### config.mk
export PLATFORM = sky130hd
export DESIGN_NAME = address_decoder
export DESIGN_NICKNAME = d
export VERILOG_FILES = /design/src/source/soc_bus_pkg.sv /design/src/source/address_decoder.sv
export SDC_FILE = /design/constraint.sdc
export NUM_CORES = 1
export LEC_CHECK = 0
export BUFFER_PORTS_ARGS = -buffer_cell sky130_fd_sc_hd__buf_2
export CAP_MARGIN = 10
export CORE_AREA = 2 2 115 117
export CTS_BUF_LIST = sky130_fd_sc_hd__clkbuf_2 sky130_fd_sc_hd__clkbuf_4 sky130_fd_sc_hd__clkbuf_8
export DETAILED_ROUTE_END_ITERATION = 16
export DIE_AREA = 0 0 117 119
export GPL_ROUTABILITY_DRIVEN = 0
export PLACE_DENSITY = 0.47
export SETUP_SLACK_MARGIN = 0.15
export SYNTH_ARGS = -nofsm -noshare
export SYNTH_HDL_FRONTEND = slang
export SYNTH_SLANG_ARGS = --single-unit
### constraint.sdc
create_clock -name clock -period 1.6 [get_ports clock]
set_input_delay 0.24 -clock clock [delete_from_list [all_inputs] [get_ports clock]]
set_output_delay 0.24 -clock clock [all_outputs]
set_load 0.01 [all_outputs]
### src/source/soc_bus_pkg.sv
package soc_bus_pkg;

	// ====================
	// Sizes
	// ====================

	localparam int RAM_INDEX_BITS = 10;
	localparam int RAM_WORDS = 1024;
	localparam int LED_WIDTH = 10;

	// Bus vectors
	typedef logic [31:0] addr_t;
	typedef logic [31:0] data_t;
	typedef logic [3:0] region_t;
	typedef logic [RAM_INDEX_BITS-1:0] ram_index_t;
	typedef logic [2:0] reg_offset_t;
	typedef logic [LED_WIDTH-1:0] led_t;

	// ====================
	// Memory map
	// ====================

	localparam region_t REGION_RAM = 4'h1;
	localparam region_t REGION_LED = 4'h4;
	localparam region_t REGION_TIMER = 4'hA;

	// Timer register offsets, in words
	localparam reg_offset_t TIMER_REG_CONTROL = 3'd0;
	localparam reg_offset_t TIMER_REG_COMPARE = 3'd1;
	localparam reg_offset_t TIMER_REG_COUNT = 3'd2;
	localparam reg_offset_t TIMER_REG_STATUS = 3'd3;

	// Read-only requester, e.g. instruction fetch
	typedef struct packed {
		logic req;
		addr_t addr;
	} fetch_req_t;

	// Read/write requester, rw high means write
	typedef struct packed {
		logic req;
		logic rw;
		addr_t addr;
		data_t wdata;
	} bus_req_t;

	typedef struct packed {
		logic ready;
		data_t rdata;
	} bus_rsp_t;

	typedef enum logic {
		ARB_IDLE,
		ARB_BUSY
	} arb_state_t;

endpackage

### src/source/address_decoder.sv
`timescale 1ns/1ps

module address_decoder import soc_bus_pkg::*; (
	input logic clock,
	input logic i_rst,
	input bus_req_t i_bus,
	output bus_rsp_t o_bus,
	output bus_req_t o_ram,
	input bus_rsp_t i_ram,
	output bus_req_t o_ctrl,
	input bus_rsp_t i_ctrl,
	output logic o_bus_fault
);

	region_t region;
	logic sel_ram;
	logic sel_ctrl;
	logic sel_none;

	// Fault responder handshake
	logic fault_pending;
	logic fault_ready;

	assign region = i_bus.addr[31:28];
	assign sel_ram = (region == REGION_RAM);
	// LED and timer share one target
	assign sel_ctrl = (region == REGION_LED) || (region == REGION_TIMER);
	assign sel_none = !sel_ram && !sel_ctrl;

	// Qualify request per target
	always_comb begin
		o_ram = i_bus;
		o_ram.req = i_bus.req && sel_ram;
		o_ctrl = i_bus;
		o_ctrl.req = i_bus.req && sel_ctrl;
	end

	// Unmapped region completes anyway, so the bus never hangs
	always_ff @(posedge clock) begin
		if (i_rst) begin
			fault_pending <= 1'b0;
			fault_ready <= 1'b0;
		end else begin
			fault_pending <= i_bus.req && sel_none && !fault_pending && !fault_ready;
			fault_ready <= fault_pending;
		end
	end

	// Response mux
	always_comb begin
		if (sel_ram) begin
			o_bus = i_ram;
		end else if (sel_ctrl) begin
			o_bus = i_ctrl;
		end else begin
			o_bus.ready = fault_ready;
			o_bus.rdata = '0;
		end
	end

	assign o_bus_fault = fault_ready;

endmodule

Word level (Yosys, flattened, before mapping)
Cells that the tools add are included.
{"block": "classes", "n_eq_ne": 3, "mux": 2, "n_reduce_logical": 11}
{"op": "$mux 33", "n": 2}
{"op": "$logic_and 1x1->1", "n": 6}
{"op": "$eq 4x1->1 const B", "n": 1}
{"op": "$eq 4x3->1 const B", "n": 1}
{"op": "$eq 4x4->1 const B", "n": 1}
{"op": "$logic_not 1->1", "n": 4}
{"op": "$logic_or 1x1->1", "n": 1}
{"block": "totals", "ff_bits": 2, "input_bits": 134, "out_inout_bits": 166, "wordCells": 18}

Depth between registers and ports, before layout
{"block": "logic_depth", "word_depth": 7, "ltp_mapped": 4, "mapped_depth_nobuf": 3}

Least setup slack after synthesis
No wires, ideal clock.
{"block": "synth_path", "path_kind": "input-to-output", "start": "input port i_bus[61] in the netlist's numbering", "end": "output port o_bus[31] in the netlist's numbering", "arrival_time_ns": 1.194, "required_ns": 1.360, "setup_slack_ns": 0.166, "stages": 4, "path_buffers": 1, "path_cell_list": "or3b_4 -> a21oi_4 -> buf_6 -> a22o_1"}
{"element": "start, declared", "line": "address_decoder.sv:6", "text": "input bus_req_t i_bus,"}
{"element": "end, declared", "line": "address_decoder.sv:7", "text": "output bus_rsp_t o_bus,"}

==> metrics.cfg <==
[worst_setup_path]
critPathLaunchType = input port
critPathMaxFanout = 24
cp_slowest_cell = or3b_4
worst_path_largest_cell_delay_ns = 0.41
crit_arrival_ns = 1.43
worstSetupEndpointType = output pin
path_buf_inv = 3
path_cells = buf_8, or3b_4, a21oi_4, buf_12, a22o_2, buf_2
worst_path_dominant_cell_family = buffers and inverters
path_class = input port to output pin
critPathRequiredTime_ns = 1.36

[timing]
slew_headroom_pct = 84.4
fmax_mhz = 600
final-max-slew-violation-count = 0
rsz0062_at_grt = true
hold_ws_ns = 0.209
period_minus_slack_ns = 1.67
finalSetupViolations = 33
fin_ws_ns = -0.0667
post-route-period-util_pct = 104
skew_ns = 0.00835
hold_viol_final = 0
worst_slew_pin_slew_ns = 0.234

[clocking]
numCtsBuffers = 3
cts_tree = yes
path_clk_slew_ns = 0.03
clock-sinks = 2
clk_latency_ns = 0.21
cts-htree-levels = 1
clock-root-buffer = clkbuf_8
cts-hold-fix-buffers = 0
clock_path_buffers = 2

[logic_synthesis]
synth_area_sq_um = 1510
synthMuxAreaShare_pct = 0
yosys_warnings = 0
ys_seq_elements = 2
yosys.area_share.adder_pct = 0
syn_avg_cell_area_sq_um = 8.06
synth-simple-area-share_pct = 5.56
synth_xor_xnor_area_share_pct = 0
yosysUniqueCellTypes = 22
synth_compound_area_share_pct = 23.5
synth_nets = 321
yosysSeqAreaShare_pct = 2.66
synth_top_family_by_area = buffers and inverters
synthCells = 187

[detailed_routing]
wl_per_cell_um = 11.3
routed_wl_mm = 4.10
firstDrtPassIters = 4
dr_total_vias = 1145
viasPerCell = 3.15
dr.first_iter.drc_count = 33
post-route-drc-count = 0
antenna_left = 0

[floorplanning]
floorplan.initialDensity_pct = 11.7
core_area_sq_um = 12900
ios = 300
die_w_um = 117
die_h_um = 119
num_rows = 42
dieArea_sq_um = 13900

[global_route]
grt_use_total_pct = 4.77
grt_antenna_before_repair = 1
grt_pass1_vias = 1102
grt_pass1_wl_mm = 5.22
grt.overflow.total = 0
grt_start_max_net_pins = 25

[power]
powerDensity_nw_per_um2 = 358
max-vdd-ir-drop_mv = 0.169
power_uw = 568
p_leak_uw = 0.000828

[cells_and_area]
layout.nets = 322
drive_above_1_share_pct = 86.6
stdcell_area_sq_um = 1590
area.growth.synth_to_final_pct = 5.39

[place]
dp_hpwl_mm = 3.36
postPlaceCellArea_sq_um = 1370
io_buffers = 116

[outcome]
status = finished, violations left
violations = negative setup slack

[hold_path]
hp-class = input port to flip-flop

[flow_run]
cap_violations = 0

-- where the power goes --
group          leakage [uW]  switching [uW]  internal [uW]  total (uW)
Combinational      0.000790             129            184         313
Clock             0.0000216            40.4            159         200
Sequential        0.0000164            2.20           53.1        55.3
-- cells in the mapped netlist, drive strengths merged --
library cell / instances / area, sq um
or3b: 1 / 11.3
inv: 2 / 7.51
o21a: 1 / 7.51
a22o: 32 / 304
a21o: 1 / 7.51
dfxtp: 2 / 40.0
nor2b: 1 / 6.26
a32oi: 1 / 8.76
clkbuf: 2 / 7.51
and2: 2 / 12.5
or4b: 1 / 10.0
buf: 134 / 1010
nand3b: 1 / 7.51
nor4b: 1 / 23.8
a21oi: 2 / 21.3
nor3b: 1 / 7.51
o21ai: 1 / 5.00
nor3: 1 / 5.00
-- flip-flops by register name, summed over array words and instances (netlist names) --
name,count
o_bus_fault,1
fault_pending,1
-- path summary, 6_finish.rpt --
check | start | to | slack [ns] | cells past startpoint
worst min register to register | fault_pending | o_bus_fault | 0.47 | 1
worst min-delay path | i_rst | o_bus_fault | 0.21 | 2
worst max-delay path | i_bus[61] | o_bus[0] | -0.07 | 6
worst max register to register | o_bus_fault | fault_pending | 0.41 | 2
-- layout by cell type (no fill, tap or decap) --
master	count
inv_1	2
nor4b_4	1
and2_4	2
a21oi_1	1
nor3_1	1
a22o_2	18
clkbuf_8	3
a22o_1	13
nand3b_1	1
nor2b_1	1
a22o_4	1
buf_2	105
a21o_1	1
buf_6	17
a21oi_4	1
o21ai_0	1
diode_2	1
a32oi_2	1
buf_4	7
buf_12	1
buf_8	2
or4b_2	1
o21a_1	1
or3b_4	1
nor3b_1	1
dfxtp_1	2
-- through the flow --
stage,setup slack [ns],utilization [%],cells,setup TNS [ns]
floorplan,0.166,-,187,0
global placement,-0.111,10.7,353,-1.40
detailed placement,-0.126,10.7,353,-2.08
CTS,-0.0823,12.2,361,-1.16
global route,-0.127,12.3,362,-2.76
finish,-0.0667,12.3,363,-0.908
-- per-layer routing --
metal	vias to the layer above	track usage [%]	part of all wire (%)
met3	37	1.22	11
li1	504	-	-
met5	-	0	0
met1	521	4.08	34
met4	0	4.34	5.8
met2	83	8.74	49
-- cells by family after synthesis --
group,Yosys count
simple gates,9
flops,2
buf+inv,138
compound gates,38
-- what timing repair did --
| action | CTS | global route |
|---|---|---|
| setup endpoints to repair | 35 | 35 |
| cloned | 2 | 0 |
| resized for setup | 25 | 3 |
| pin swaps | 3 | 3 |
| buffers inserted | 3 | 1 |
-- cell type report --
cell class | instances | area, sq um
repair buffers | 132 | 820
flip-flops and latches | 2 | 40.0
diodes | 1 | 2.50
fillers | 1475 | 11300
clock buffers | 3 | 41.3
inverters | 2 | 7.51
well taps | 176 | 220
multi-input cells | 47 | 458
Note: power is estimated with default switching activity, not from simulation.
