### src/source/soc_bus_pkg.sv
package soc_bus_pkg;

	// ====================
	// Sizes
	// ====================

	localparam int RAM_INDEX_BITS = 10;
	localparam int RAM_WORDS = 1024;
	localparam int LED_WIDTH = 10;

	// Bus vectors
	typedef logic [31:0] addr_t;
	typedef logic [31:0] data_t;
	typedef logic [3:0] region_t;
	typedef logic [RAM_INDEX_BITS-1:0] ram_index_t;
	typedef logic [2:0] reg_offset_t;
	typedef logic [LED_WIDTH-1:0] led_t;

	// ====================
	// Memory map
	// ====================

	localparam region_t REGION_RAM = 4'h1;
	localparam region_t REGION_LED = 4'h4;
	localparam region_t REGION_TIMER = 4'hA;

	// Timer register offsets, in words
	localparam reg_offset_t TIMER_REG_CONTROL = 3'd0;
	localparam reg_offset_t TIMER_REG_COMPARE = 3'd1;
	localparam reg_offset_t TIMER_REG_COUNT = 3'd2;
	localparam reg_offset_t TIMER_REG_STATUS = 3'd3;

	// Read-only requester, e.g. instruction fetch
	typedef struct packed {
		logic req;
		addr_t addr;
	} fetch_req_t;

	// Read/write requester, rw high means write
	typedef struct packed {
		logic req;
		logic rw;
		addr_t addr;
		data_t wdata;
	} bus_req_t;

	typedef struct packed {
		logic ready;
		data_t rdata;
	} bus_rsp_t;

	typedef enum logic {
		ARB_IDLE,
		ARB_BUSY
	} arb_state_t;

endpackage

### src/source/system_control.sv
`timescale 1ns/1ps

module system_control import soc_bus_pkg::*; (
	input logic clock,
	input logic i_rst,
	input bus_req_t i_req,
	output bus_rsp_t o_rsp,
	output led_t o_led,
	output logic o_timer_irq
);

	region_t region;
	reg_offset_t offset;
	logic is_led;

	logic pending;
	logic ready_q;
	data_t rdata_q;
	data_t read_word;

	led_t led_q;

	// Timer state
	logic enable;
	logic irq_flag;
	data_t count;
	data_t compare;

	assign region = i_req.addr[31:28];
	assign offset = i_req.addr[4:2];
	// Anything else reaching this block is a timer access
	assign is_led = (region == REGION_LED);

	// ====================
	// Registers and timer
	// ====================

	always_ff @(posedge clock) begin
		if (i_rst) begin
			pending <= 1'b0;
			ready_q <= 1'b0;
			led_q <= '0;
			enable <= 1'b0;
			irq_flag <= 1'b0;
			count <= '0;
			compare <= '0;
		end else begin
			pending <= i_req.req && !pending && !ready_q;
			ready_q <= pending;

			// Free running while enabled, wraps on compare match
			if (enable) begin
				if (count == compare) begin
					count <= '0;
					irq_flag <= 1'b1;
				end else begin
					count <= count + 1'b1;
				end
			end

			// Bus writes take effect on the accept edge
			if (pending && i_req.rw) begin
				if (is_led) begin
					led_q <= i_req.wdata[LED_WIDTH-1:0];
				end else begin
					case (offset)
						TIMER_REG_CONTROL: enable <= i_req.wdata[0];
						TIMER_REG_COMPARE: compare <= i_req.wdata;
						TIMER_REG_STATUS: begin
							// Write one to clear
							if (i_req.wdata[0]) begin
								irq_flag <= 1'b0;
							end
						end
						default: begin
						end
					endcase
				end
			end
		end
	end

	// ====================
	// Read back
	// ====================

	always_comb begin
		read_word = '0;
		if (is_led) begin
			read_word = data_t'(led_q);
		end else begin
			case (offset)
				TIMER_REG_CONTROL: read_word = data_t'(enable);
				TIMER_REG_COMPARE: read_word = compare;
				TIMER_REG_COUNT: read_word = count;
				TIMER_REG_STATUS: read_word = data_t'(irq_flag);
				default: read_word = '0;
			endcase
		end
	end

	always_ff @(posedge clock) begin
		if (pending) begin
			rdata_q <= read_word;
		end
	end

	assign o_rsp = '{ready: ready_q, rdata: rdata_q};
	assign o_led = led_q;
	assign o_timer_irq = irq_flag;

endmodule

### config.mk
export PLATFORM = sky130hd
export DESIGN_NAME = system_control
export DESIGN_NICKNAME = d
export VERILOG_FILES = /design/src/source/soc_bus_pkg.sv /design/src/source/system_control.sv
export SDC_FILE = /design/constraint.sdc
export NUM_CORES = 1
export LEC_CHECK = 0
export BUFFER_PORTS_ARGS = -buffer_cell sky130_fd_sc_hd__buf_2
export CAP_MARGIN = 20
export CELL_PAD_IN_SITES_DETAIL_PLACEMENT = 0
export CELL_PAD_IN_SITES_GLOBAL_PLACEMENT = 1
export CORE_UTILIZATION = 41
export DETAILED_ROUTE_END_ITERATION = 8
export GPL_ROUTABILITY_DRIVEN = 0
export PLACE_DENSITY = 0.89
export SETUP_SLACK_MARGIN = 0.15
export SLEW_MARGIN = 20
export SYNTH_ARGS = -nofsm -noshare
export SYNTH_HDL_FRONTEND = slang
export SYNTH_SLANG_ARGS = --single-unit
### constraint.sdc
create_clock -name clock -period 2.45 [get_ports clock]
set_input_delay 0.49 -clock clock [delete_from_list [all_inputs] [get_ports clock]]
set_output_delay 0.49 -clock clock [all_outputs]
set_load 0.02 [all_outputs]
# Word-level counts from Yosys, hierarchy flattened
# Cells that the tools add are included.
[totals]
regBits = 110
inputBits = 68
output_inout_bits = 44
word_cells = 34
[classes]
n_addsub = 1
n_eq_ne = 5
mux = 9
bitwise_logic = 1
reduce_logical = 9
[op_table]
columns = ["cell", "n"]
rows = [
  ["case mux 32 bit (4 select lines)", 1],
  ["adder 32 x 1 -> 32 bit, second input constant", 1],
  ["== test 32 bit", 1],
  ["2-to-1 mux 32 bit", 1],
  ["2-to-1 mux 10 bit", 1],
  ["== test 3 x 2 -> 1 bit, second input constant", 2],
  ["2-to-1 mux 1 bit", 6],
  ["AND reduction 3 bit", 2],
  ["== test 4 x 3 -> 1 bit, second input constant", 1],
  ["== test 3 x 1 -> 1 bit, second input constant", 1],
  ["logical AND 1 bit", 3],
  ["logical NOT 3 bit", 1],
  ["logical NOT 1 bit", 2],
  ["AND reduction 2 bit", 1],
  ["inverter 1 bit", 1],
]

# Depth between registers and ports, before layout
[depth]
depth_word = 7
depth_mapped = 7
ltp_nobuf = 5

# Worst setup path after synthesis
# OpenSTA, ideal clock, no wires.
[synth_timing]
path_type = "register to register"
from = "reg pending"
to = "reg compare[22]"
t_arrival_ps = 2001
setup_slack_ps = 379
path_stages_with_launch = 8
n_path_buf = 2
path_cell_list = "dfxtp_1 nand2_1 nor2_1 and2_1 clkbuf_1 buf_2 nand2_1 a21oi_1"
[synth_between]
elab_chain_len = 2
[synth_lines]
columns = ["element", "line", "rtl"]
rows = [
  ["start, declared", "system_control.sv:16", "logic pending;"],
  ["start signal, assigned", "system_control.sv:48", "pending <= i_req.req && !pending && !ready_q;"],
  ["logical AND 1 bit", "system_control.sv:62", "if (pending && i_req.rw) begin"],
  ["AND reduction 3 bit (no line)", "--", ""],
  ["end signal, assigned", "system_control.sv:68", "TIMER_REG_COMPARE: compare <= i_req.wdata;"],
  ["end, declared", "system_control.sv:27", "data_t compare;"],
]
# No other way between the ends.
# A chain may end at the register's enable or synchronous reset.

# Worst setup path after layout
[layout_timing]
from = "reg count[4]"
to = "reg count[20]"
[layout_between]
elab_chain_len = 2
elab_cells_between_ends = 3
cone_classes = "add/sub (1); eq/ne (1); mux (1)"
[layout_lines]
columns = ["element", "line", "rtl"]
rows = [
  ["start, declared", "system_control.sv:26", "data_t count;"],
  ["start signal, assigned", "system_control.sv:57", "count <= count + 1'b1;"],
  ["adder 32 x 1 -> 32 bit / == test 32 bit (equally long branches)", "system_control.sv:57, system_control.sv:53", ""],
  ["2-to-1 mux 32 bit (*)", "system_control.sv:53", "if (count == compare) begin"],
]
# Mark *: on every way between the ends. The rest lies on a longest branch, timed or not.

==> results.toml <==
[place]
place_area_um2 = 5550
place_inst = 749
dp_slack_ns = 0.275
port_buffers = 86
hpwlAfterDp_um = 8450

[cts]
path_clk_slew_ns = 0.07
post_cts_resized = 0
cts_made_buffers = 9
cts_root_buf = "clkbuf_16"
tritoncts = "done"
clock_sinks = 110
cts_setup_buffers = 0
clk_latency_ns = 0.35
clockBufferDepth = 2
ctsHoldBuffers = 0
htreeDepth = 3

[global_routing]
grt_max_degree = 32
antenna_found_initial = 0
grt_pass1_vias = 3891
grt_pass1_wl_um = 18900
grt.overflow.total = 0
grtUsageTotal_pct = 19.0

[detailed_routing]
vias_per_cell = 5.29
antenna_left = 0
vias = 4046
drt-wirelength-per-cell_um = 15.1
drt_drc_violations_left = 2
totalWireLength_um = 11600
drtPass1Iterations = 9
drtIter0Drc = 186

[worst_setup_path]
crit_type = "register to register"
crit_fanout = 22
start_kind = "register"
critPathArrivalTime_ns = 2.39
end_kind = "register"
crit_required_ns = 2.68
rrSetupSlack_ns = 0.29

[run_status]
failed_checks = "DRC"
status = "finished with violations"

[timing]
setup_viol = 0
relSlewSlack_pct = 58.1
min_period_ns = 2.16
tns_ns = 0
worstMarginPinSlew_ns = 0.620
drv_slew = 0
max_freq_mhz = 462
fin_skew_ns = 0.00771
setup_slack_ns = 0.287
post-route-period-util_pct = 88.3
whs_ns = 0.377
rsz0062_at_grt = "no"
hold_viol = 0

[finish]
nNetsFinal = 686
drive_gt1_share_pct = 22.2
area_growth_pct = 16.4
nFillCells = 1090
fin_cells = 765
diodes = 0
fin_util_pct = 49.8
finalInstanceArea_um2 = 5810

[yosys]
synth_top_area_share_pct = 31.3
synth_ff_type = "dfxtp_1"
yosys.area.top_type = "dfxtp_1"
synth_cell_types = 43
synth_seq_area_share_pct = 50.6
synth.net_count = 610
avgSynthCellArea_um2 = 9.22
syn_inst = 541
synthTopCellsByArea = "dfxtp_1, edfxtp_1, nand2_1"
synth-seq-cells = 110
syn-cell-area_um2 = 4990
synth_edf_count = 32
yosys_warnings = 0
async_flop_share_pct = 0

[power_and_ir_drop]
finalPower_mw = 3.38
vdd_drop_max_v = 0.000349
cellLeakagePower_nw = 2.19
power_density_nw_per_um2 = 582

[floorplanning]
io_pins = 112
core_area_um2 = 11700
die_w_um = 112
die-area_um2 = 12600
dieHeight_um = 112
rows = 39
initial_core_util_pct = 42.8

[min_path]
hp-class = "primary input to register"

[run]
drv_cap = 0
==> synth_stat cells (5+ instances only) <==
cell type  number
nor2_2         10
edfxtp_1       32
nand3_1        11
nor4_1          8
and4_1          5
xnor2_1        25
nor2_1         52
nand4_1        15
o21ai_0         9
xor2_1         34
nor3_1          7
clkbuf_1       26
a22oi_1        31
buf_6           5
buf_2           6
nand2_1       105
a21oi_1        44
dfxtp_1        78
==> report_power, final <==
part | leakage, nW | switching [mW] | internal, mW
clock | 0.120 | 0.624 | 0.686
combinational | 1.11 | 0.116 | 0.0601
sequential | 0.955 | 0.00841 | 1.89
total | 2.19 | 0.749 | 2.63
==> flip-flops by register name (all words and copies together) (netlist names) <==
name and count:
compare 32, count 32, rdata_q 32, o_led 10, enable 1, o_timer_irq 1, pending 1, ready_q 1
==> per-layer routing <==
metal,GRT usage (%),vias up,routed length (µm)
li1,-,2016,-
met1,24.9,1914,5160
met2,31.6,102,5690
met3,3.73,14,541
met4,6.40,0,180
met5,0,-,0
==> cell usage in the layout (no fill, tap or decap), drive strengths merged <==
cell,count
a21oi,44
a22o,1
a22oi,31
a41oi,1
and2,3
and3,4
and4,6
buf,104
clkbuf,12
clkinv,2
clkinvlp,2
dfxtp,78
edfxtp,32
ha,1
inv,4
mux2i,2
mux4,1
nand2,105
nand3,11
nand4,16
nand4b,1
nor2,62
nor2b,1
nor3,7
nor3b,2
nor4,8
nor4b,3
o21a,1
o21ai,9
o31ai,3
or2,1
or4,3
xnor2,27
xor2,34
==> worst paths after layout <==
| path | start | to | cells after the start |
|---|---|---|---|
| worst max-delay path | count[4] | count[20] | 6 |
| worst min-delay path | i_req[18] | compare[18] | 3 |
| worst max register to register | count[4] | count[20] | 6 |
| worst min register to register | ready_q | pending | 1 |
==> cells by family after synthesis <==
family | count (synthesis) | synth area share [%]
buf+inv | 43 | 4.24
compound gates | 90 | 11.2
flops | 110 | 50.6
xor+xnor | 61 | 11.0
fa+ha+maj | 1 | 0.251
simple gates | 233 | 21.9
mux | 3 | 0.853
==> critical path, cell delays in order, from the launching register on <==
cell and delay [ns]:
dfxtp_1 0.36, xnor2_1 0.29, nand4_1 0.17, or4_4 0.57, o31ai_4 0.26, buf_4 0.30
nor2_1 0.09
==> layout make-up <==
class                   instances  area, µm²  area share, %
clock inverters                 4       23.8          0.409
clock buffers                  12        236           4.07
well taps                     143        179           3.08
inverters                       4       15.0          0.259
multi-input cells             388       2270           39.0
repair buffers                104        566           9.74
flip-flops and latches        110       2520           43.4
Power figures use the tool's default switching activity.
