--- src/source/soc_bus_pkg.sv ---
package soc_bus_pkg;

	// ====================
	// Sizes
	// ====================

	localparam int RAM_INDEX_BITS = 10;
	localparam int RAM_WORDS = 1024;
	localparam int LED_WIDTH = 10;

	// Bus vectors
	typedef logic [31:0] addr_t;
	typedef logic [31:0] data_t;
	typedef logic [3:0] region_t;
	typedef logic [RAM_INDEX_BITS-1:0] ram_index_t;
	typedef logic [2:0] reg_offset_t;
	typedef logic [LED_WIDTH-1:0] led_t;

	// ====================
	// Memory map
	// ====================

	localparam region_t REGION_RAM = 4'h1;
	localparam region_t REGION_LED = 4'h4;
	localparam region_t REGION_TIMER = 4'hA;

	// Timer register offsets, in words
	localparam reg_offset_t TIMER_REG_CONTROL = 3'd0;
	localparam reg_offset_t TIMER_REG_COMPARE = 3'd1;
	localparam reg_offset_t TIMER_REG_COUNT = 3'd2;
	localparam reg_offset_t TIMER_REG_STATUS = 3'd3;

	// Read-only requester, e.g. instruction fetch
	typedef struct packed {
		logic req;
		addr_t addr;
	} fetch_req_t;

	// Read/write requester, rw high means write
	typedef struct packed {
		logic req;
		logic rw;
		addr_t addr;
		data_t wdata;
	} bus_req_t;

	typedef struct packed {
		logic ready;
		data_t rdata;
	} bus_rsp_t;

	typedef enum logic {
		ARB_IDLE,
		ARB_BUSY
	} arb_state_t;

endpackage

--- src/source/bus_arbiter.sv ---
`timescale 1ns/1ps

module bus_arbiter import soc_bus_pkg::*; (
	input logic clock,
	input logic i_rst,
	input fetch_req_t i_fetch,
	output bus_rsp_t o_fetch,
	input bus_req_t i_data,
	output bus_rsp_t o_data,
	input bus_req_t i_dma,
	output bus_rsp_t o_dma,
	output bus_req_t o_bus,
	input bus_rsp_t i_bus
);

	arb_state_t state;

	// One-hot owner of the bus, valid while busy
	logic own_data;
	logic own_dma;
	logic own_fetch;

	// ====================
	// Grant
	// ====================

	always_ff @(posedge clock) begin
		if (i_rst) begin
			state <= ARB_IDLE;
			own_data <= 1'b0;
			own_dma <= 1'b0;
			own_fetch <= 1'b0;
		end else begin
			case (state)
				ARB_IDLE: begin
					// Data first, then DMA, then fetch
					if (i_data.req || i_dma.req || i_fetch.req) begin
						state <= ARB_BUSY;
						own_data <= i_data.req;
						own_dma <= !i_data.req && i_dma.req;
						own_fetch <= !i_data.req && !i_dma.req && i_fetch.req;
					end
				end
				ARB_BUSY: begin
					// Back to idle one edge after the target answered
					if (i_bus.ready) begin
						state <= ARB_IDLE;
						own_data <= 1'b0;
						own_dma <= 1'b0;
						own_fetch <= 1'b0;
					end
				end
				default: begin
					state <= ARB_IDLE;
				end
			endcase
		end
	end

	// ====================
	// Request forwarding
	// ====================

	always_comb begin
		o_bus = '0;
		if (state == ARB_BUSY) begin
			if (own_data) begin
				o_bus = i_data;
			end else if (own_dma) begin
				o_bus = i_dma;
			end else if (own_fetch) begin
				// Fetch port is always a read
				o_bus.req = i_fetch.req;
				o_bus.rw = 1'b0;
				o_bus.addr = i_fetch.addr;
				o_bus.wdata = '0;
			end
		end
	end

	// Ready only reaches the owner
	assign o_data = '{ready: own_data && i_bus.ready, rdata: i_bus.rdata};
	assign o_dma = '{ready: own_dma && i_bus.ready, rdata: i_bus.rdata};
	assign o_fetch = '{ready: own_fetch && i_bus.ready, rdata: i_bus.rdata};

endmodule

--- config.mk ---
export PLATFORM = sky130hd
export DESIGN_NAME = bus_arbiter
export DESIGN_NICKNAME = d
export VERILOG_FILES = /design/src/source/soc_bus_pkg.sv /design/src/source/bus_arbiter.sv
export SDC_FILE = /design/constraint.sdc
export NUM_CORES = 1
export LEC_CHECK = 0
export ABC_AREA = 0
export BUFFER_PORTS_ARGS = -buffer_cell sky130_fd_sc_hd__clkbuf_2
export CAP_MARGIN = 20
export CORE_AREA = 2 2 144 146
export DETAILED_ROUTE_END_ITERATION = 12
export DIE_AREA = 0 0 146 148
export PLACE_DENSITY = 0.47
export SLEW_MARGIN = 20
export SYNTH_ARGS = -nofsm -noshare
export SYNTH_HDL_FRONTEND = slang
export SYNTH_SLANG_ARGS = --single-unit
--- constraint.sdc ---
create_clock -name clock -period 1 [get_ports clock]
set_input_delay 0.1 -clock clock [delete_from_list [all_inputs] [get_ports clock]]
set_output_delay 0.1 -clock clock [all_outputs]
set_load 0.02 [all_outputs]
### Yosys cells after proc, flatten, opt, wreduce, memory -nomap -nowiden

Cells that the tools add are included.

| cells by class | value |
|---|---|
| mux-type cells | 14 |
| $add $sub $neg | 0 |
| bitwise gates (word level) | 1 |
| shift operators | 0 |
| multipliers | 0 |
| order comparisons | 0 |
| eq/ne operators | 2 |
| reductions and logical operators | 11 |
| divide/modulo/power cells | 0 |

Operators with widths:

| cell | number |
|---|---|
| $mux W66 | 4 |
| $pmux W1 S2 | 4 |
| $logic_and A1 B1 Y1 | 6 |
| $mux W1 | 6 |
| $ne A2 B2 Y1 const B | 2 |
| $logic_not A1 Y1 | 2 |
| $logic_or A1 B1 Y1 | 2 |
| $reduce_and A2 Y1 | 1 |
| $not A1 Y1 | 1 |

| storage, ports and cells | value |
|---|---|
| output and inout port bits | 165 |
| bits in registers | 4 |
| bits of input ports | 200 |
| logic and storage cells | 32 |
| RAM bits | 0 |
| memory bits (read-only) | 0 |
| bits in latches | 0 |
| memories | 0 |

### Longest topological paths before layout

Gate-level depths: netlist of run 1.

| logic depth | value |
|---|---|
| word-level depth | 5 |
| mapped depth | 6 |

### Worst setup path after synthesis of run 1

Ideal clock, no wire load.

| timing | value |
|---|---|
| path kind | register -> output |
| start point | register own_dma |
| end point | output o_bus[10] (netlist name) |
| data arrival time | 1197 ps |
| slack | -297 ps |
| data required time | 900 ps |
| stages on the path, launching flop included | 7 |
| buffers on the path | 3 |
| path through | dfxtp_1 buf_6 nor2b_4 buf_6 buf_8 a22oi_2 nor2b_1 |

RTL lines:

| item | RTL line | source |
|---|---|---|
| start: declaration | bus_arbiter.sv:20 | `logic own_dma;` |
| start signal: assignment | bus_arbiter.sv:40 | `own_dma <= !i_data.req && i_dma.req;` |
| end: declaration | bus_arbiter.sv:12 | `output bus_req_t o_bus,` |

==> reports/summary.txt, run 1 <==
Count of buffers from port buffering: 236
Die height: 148 um
Average routed wire per standard cell: 15.7 um
Post-synth cell types: 23
Endpoint type of the worst setup path: output pin
Maxcap violations: 0
Number of buffers created by CTS: 3
Placed cell areas: 3780 sq um
Final antenna diode count: 0
Status: finished, violations left
HPWL Detailed: 8850 um
Pwr Density: 593 nW/um^2
Delay of the slowest critical-path stage: 0.35 ns
Antenna violations before repair: 0
Row count: 52
Cts hold-fix bufs: 0
Capturing point of the worst reg2reg path: own_data
Crit path cell chain: buf_4, buf_12, a221oi_4, nor2_2, buf_2
WHS Path Cells: 2
Grt total ovfl: 0
Min Hold Slack: 0.0890 ns
Core box area: 20000 sq um
Critical register-to-register path startpoint: state
Number of design rule violations left after detail routing: 0
Sequential power share: 0.067
X dimension of the die: 146 um
Slowest CP cell: sky130_fd_sc_hd__dfxtp_4
Most used cells in the layout excluding fill and tap cells: sky130_fd_sc_hd__clkbuf_2 (173), sky130_fd_sc_hd__nor2b_4 (33), sky130_fd_sc_hd__nor2_2 (33), sky130_fd_sc_hd__a22oi_2 (33), sky130_fd_sc_hd__clkbuf_8 (30)
H-Tree Depth: 1
Nets@finish: 677
Layout Area Growth over Synthesis: 91.7%
First-pass GRT wire length: 16900 um
Type of the worst min-delay path: in2reg
Final number of hold-violating endpoints: 0
Count of cells along the worst register-to-register path: 4
Worst clock skew on the final layout: 0.00364 ns
Yosys Warn Count: 0
Reg2reg setup slack: -0.05 ns
Pin count of the biggest net entering global routing: 22
Async SR Flop Fraction: 0
Share of cells above drive strength 1: 0.905
Violated checks: setup timing
Initial standard-cell utilization of the core: 0.127
Critical path type: reg2out
TritonCTS clock tree: yes
Via Count: 2905
Leakage: 0.00204 uW
Average vias per placed instance: 3.89
Cells after Synth: 318
First-iteration detailed-routing DRC count: 36
Primary FF master, synth: sky130_fd_sc_hd__dfxtp_1
Switching portion of total power: 0.381
Die Footprint: 21600 sq um
Portion of the post-synthesis area used by sequential elements: 0.0314
Worst EP arrival: 1.44 ns
Clk_lat worst skew: 0.23 ns
Peak Freq: 651 MHz
Worst path setup slack after routing: -0.536 ns
Relative max-transition margin: 0.803
Clock power frac: 0.230
Yosys top cell by area: sky130_fd_sc_hd__buf_4
Vias in the first global route: 3112
Flip-flop and latch count after synthesis: 4
RD Place Congestion: 0.690
Count of final setup violators: 72
RSZ-0062 raised after global routing: yes
Final Slew Violations: 0
Filler cells: 2183
Buf+Inv Stages, Crit Path: 3
Endpoint, Worst Hold: state
Mean Syn Cell Area: 8.01 sq um
Kind of launch point of the worst setup path: flop
Number of buffers on the longest clock path: 2
Routed wire length: 11700 um
Synthesized Nets: 518
Clock sink count: 4
Router iterations before antenna repair: 4
Global-route usage over all layers: 0.0983
Clock period minus final worst setup slack: 1.54 ns
Min-delay src: i_rst
Worst slew pin tran: 0.296 ns
Required time at the endpoint of the critical path: 0.90 ns
Peak supply drop: 0.383 mV
Dominant delay contributor by cell family on the critical path: buffers and inverters
Final period util: 1.54
Io pins: 365
Footprint of the flip-flops and latches: 92.6 sq um
Number of synthesized flops with an enable pin: 0
Clock root buffer: sky130_fd_sc_hd__clkbuf_16
Total standard cell area after synthesis: 2550 sq um
Area occupied by multi-input gates: 2000 sq um
Power spent charging and discharging nets: 1110 uW
Share of Yosys cell area claimed by the top area cell type: 0.286
Leading cell type in the layout, fill and taps excluded: sky130_fd_sc_hd__clkbuf_2
Antenna Nets Post-Route: 0
Largest cells by area after synthesis: sky130_fd_sc_hd__buf_4 (29%), sky130_fd_sc_hd__a221oi_2 (18%), sky130_fd_sc_hd__a22oi_2 (15%)
Biggest fanout along the worst timing path: 21
Internal power summed over all cells: 1790 uW
Combinational share of power: 0.703
Clock input transition at the sequential cells of the worst setup and hold paths: 0.03 ns
Post-route standard cell area excluding fillers: 4880 sq um
## Yosys cell counts (all sizes together), types with 2 or more instances
cell type,number
a221oi,34
a21oi,3
nand2,2
and2,3
o21ai,36
buf,118
nor2b,36
inv,2
nor3,3
nor2,34
clkbuf,9
dfxtp,4
a22oi,33
## cell families (layout without fill, tap and decap cells)
family	Yosys count	after routing	share of synthesized area
AOI/OAI and AO/OA	106	106	0.423
buffers and inverters	129	287	0.375
DFF	4	4	0.0314
and+or+nand+nor	79	79	0.171
## metrics by stage
step	setup slack [ns]	total power, uW	TNS [ns]	util	std cells
2_1_floorplan	-0.169	1660	-10.44	-	318
3_3_place_gp	-0.337	1830	-19.24	0.188	723
3_5_place_dp	-0.353	1830	-19.64	0.188	723
4_1_cts	-0.567	2780	-33.74	0.231	736
5_1_grt	-0.587	3070	-36.52	0.244	746
6_report	-0.536	2900	-33.03	0.244	746
## layout make-up
class	count	share of cell area
clock buffers	4	0.0161
multi-input cells	185	0.409
repair buffers	281	0.485
well taps	270	0.0692
inverters	2	0.00154
flip-flops and latches	4	0.0190
## sequential cells by signal, indices dropped and copies added, names as in the netlist
| register | cells |
|---|---|
| own_data | 1 |
| state | 1 |
| own_dma | 1 |
| own_fetch | 1 |
## power by group through the flow
stage               Combinational, uW  Sequential [uW]  Clock, uW
floorplan                        1490              174          0
global placement                 1640              193          0
detailed placement               1640              193          0
CTS                              1930              194        662
global route                     2180              197        687
finish                           2040              194        666
## how the worst max path moves through the flow
stage	slack [ns]	end	startpoint	cells after the start
after CTS	-0.57	o_bus[62]	own_dma	5
after global routing	-0.59	o_bus[38]	own_dma	5
after detailed placement	-0.35	o_bus[22]	own_dma	5
after floorplan	-0.17	o_bus[10]	own_dma	6
final	-0.54	o_bus[46]	own_dma	5
after global placement	-0.34	o_bus[64]	own_dma	5
## what timing repair did
action | in CTS | in global routing
cloned | 4 | 2
buffers inserted | 5 | 8
resized for setup | 145 | 45
endpoints found under the setup margin | 73 | 73
pin swaps | 2 | 6
## layer usage
| layer | vias to the layer above | global-route usage | routed length (um) |
|---|---|---|---|
| li1 | 1355 | - | - |
| met1 | 1297 | 0.0904 | 3730 |
| met2 | 234 | 0.205 | 6540 |
| met3 | 19 | 0.0296 | 1170 |
| met4 | 0 | 0.0272 | 248 |
| met5 | - | 0.00455 | 0 |
Note: power is estimated with default switching activity, not from simulation.
==> run 2: changes to the inputs <==
Settings changed: SKIP_LAST_GASP set to 1.
Clock period 1 ns to 1.39 ns, I/O delays scaled along.
==> run 2 against run 1 <==
The run still ends with setup timing left; die area unchanged; register-to-register slack better by 0.21 ns; via count decreased by 5.5%; routed wire length down 15%; sequential power shrank 30%; sequential cell count stayed put.
==> reports/summary.txt, run 2 (synthesis gave the netlist of run 1 again) <==
Min-delay src: i_rst (unchanged)
Final cell count without fillers: 726 (was 746)
Die Footprint: 21600 sq um (unchanged)
Min Hold Slack: 0.118 ns (was 0.0890 ns)
Filler cells: 2298 (was 2183)
Grt total ovfl: 0 (unchanged)
Clk_lat worst skew: 0.23 ns (about the same)
Final core utilization: 0.182 (was 0.244)
RSZ-0062 raised after global routing: yes (unchanged)
Delay of the slowest critical-path stage: 0.35 ns (about the same)
Clock input transition at the sequential cells of the worst setup and hold paths: 0.03 ns (about the same)
Critical register-to-register path startpoint: state (unchanged)
HPWL Detailed: 7760 um (was 8850 um)
Slowest CP cell: sky130_fd_sc_hd__dfxtp_4 (unchanged)
Final antenna diode count: 0 (unchanged)
Router iterations before antenna repair: 4 (unchanged)
GR Layer Usage met2: 0.150 (was 0.205)
Peak supply drop: 0.279 mV (was 0.383 mV)
Antenna violations before repair: 1 (was 0)
Busiest metal layer after global routing: met2 (unchanged)
First-iteration detailed-routing DRC count: 64 (was 36)
Count of buffers from port buffering: 236 (unchanged)
Global-route usage over all layers: 0.0761 (was 0.0983)
Pwr Density: 456 nW/um^2 (was 593 nW/um^2)
Number of design rule violations left after detail routing: 0 (unchanged)
Buf+Inv Stages, Crit Path: 4 (was 3)
Vias in the first global route: 2568 (was 3112)
Average routed wire per standard cell: 13.7 um (was 15.7 um)
TritonCTS clock tree: yes (unchanged)
GR met1 Demand/Resource: 0.0752 (was 0.0904)
Antenna Nets Post-Route: 0 (unchanged)
CP dominant cell by count: sky130_fd_sc_hd__buf_12
Worst slew pin tran: 0.279 ns (was 0.296 ns)
Number of buffers on the longest clock path: 2 (unchanged)
Type of the worst min-delay path: in2reg (unchanged)
Kind of launch point of the worst setup path: flop (unchanged)
Initial standard-cell utilization of the core: 0.127 (unchanged)
Clock sink count: 4 (unchanged)
Critical path type: reg2out (unchanged)
Violated checks: setup timing (unchanged)
Dominant delay contributor by cell family on the critical path: buffers and inverters (unchanged)
Biggest fanout along the worst timing path: 7 (was 21)
Core box area: 20000 sq um (unchanged)
Die height: 148 um (unchanged)
Routed wire length: 9950 um (was 11700 um)
Pin count of the biggest net entering global routing: 51 (was 22)
Number of buffers created by CTS: 3 (unchanged)
Layout Area Growth over Synthesis: 42.9% (was 91.7%)
Final number of hold-violating endpoints: 0 (unchanged)
First element of the critical path: own_data (was own_dma)
Io pins: 365 (unchanged)
Clock root buffer: sky130_fd_sc_hd__clkbuf_16 (unchanged)
Power, Total: 1660 uW (was 2900 uW)
Met3 usage: 0.0191 (was 0.0296)
Inst Count DP: 717 (was 723)
Crit path cell chain: buf_12, nor2b_4, buf_12, buf_6, a22oi_2, nor2b_1, clkbuf_2 (was buf_4, buf_12, a221oi_4, nor2_2, buf_2)
Nets@finish: 657 (was 677)
Maxcap violations: 0 (unchanged)
Leakage: 0.00162 uW (was 0.00204 uW)
Count of final setup violators: 67 (was 72)
Relative max-transition margin: 0.812 (was 0.803)
Worst EP arrival: 1.47 ns (was 1.44 ns)
Worst clock skew on the final layout: 0.00289 ns (was 0.00364 ns)
Clock period minus final worst setup slack: 1.61 ns
Leading cell type in the layout, fill and taps excluded: sky130_fd_sc_hd__clkbuf_2 (unchanged)
Worst path setup slack after routing: -0.221 ns (was -0.536 ns)
Status: finished, violations left (unchanged)
X dimension of the die: 146 um (unchanged)
Peak Freq: 621 MHz
Share of cells above drive strength 1: 0.750 (was 0.905)
Via Count: 2744 (was 2905)
Summed negative setup slack over all endpoints: -11.74 ns (was -33.03 ns)
Average vias per placed instance: 3.78 (was 3.89)
Final period util: 1.16
RD Place Congestion: 0.770 (was 0.690)
Most used cells in the layout excluding fill and tap cells: sky130_fd_sc_hd__clkbuf_2 (204), sky130_fd_sc_hd__buf_4 (42), sky130_fd_sc_hd__nor2_1 (34) (was sky130_fd_sc_hd__clkbuf_2 (173), sky130_fd_sc_hd__nor2b_4 (33), sky130_fd_sc_hd__nor2_2 (33), sky130_fd_sc_hd__a22oi_2 (33), sky130_fd_sc_hd__clkbuf_8 (30))
Final Slew Violations: 0 (unchanged)
H-Tree Depth: 1 (unchanged)
Row count: 52 (unchanged)
Endpoint type of the worst setup path: output pin (unchanged)
Required time at the endpoint of the critical path: 1.25 ns (was 0.90 ns)
Cts hold-fix bufs: 0 (unchanged)
First-pass GRT wire length: 13300 um (was 16900 um)
-- run 2: cell count changes in the layout (fill, tap and decap cells not counted), sizes merged --
cell	change
clkinvlp	+1
inv	-1
buf	-20
-- run 2: cell type report --
class,instances,area [sq um],share of cell area
well taps,270,338,0.0928
flip-flops and latches,4,86.3,0.0237
clock buffers,4,78.8,0.0216
inverters,2,11.3,0.00309
repair buffers,261,1590,0.437
multi-input cells,185,1540,0.422
-- run 2: timing repair --
| action | 4_1_cts | 5_1_grt |
|---|---|---|
| buffers inserted | 0 | 2 |
| setup endpoints to repair | 67 | 67 |
| resized for setup | 4 | 71 |
| pin swaps | 0 | 3 |
| gates cloned | 0 | 3 |
-- run 2: stage by stage --
step / setup slack, ns / area [sq um]
6_report: -0.221 / 3640
5_1_grt: -0.287 / 3640
4_1_cts: -0.247 / 3450
3_5_place_dp: 0.00286 / 3360
3_3_place_gp: -0.00440 / 3360
2_1_floorplan: 0.0539 / 2550
-- run 2: per-layer routing --
| layer | vias up | part of all wire |
|---|---|---|
| met1 | 1197 | 0.34 |
| met5 | - | 0.0012 |
| met3 | 48 | 0.092 |
| met4 | 2 | 0.041 |
| met2 | 185 | 0.53 |
| li1 | 1312 | - |
-- run 2: power by group --
| group | internal (uW) | total, uW | leakage (uW) | switching (uW) |
|---|---|---|---|---|
| clock network | 380 | 469 | 0.0000382 | 89.2 |
| registers | 123 | 135 | 0.0000342 | 12.7 |
| logic | 519 | 1060 | 0.00155 | 538 |
| total | 1020 | 1660 | 0.00162 | 640 |
-- run 2: worst paths after layout --
check	slack, ns	end	cells after the start
hold reg to reg	0.52	own_fetch	2
hold / removal	0.12	own_dma	2
setup / recovery	-0.22	o_bus[3]	7
setup reg to reg	0.16	own_data	4
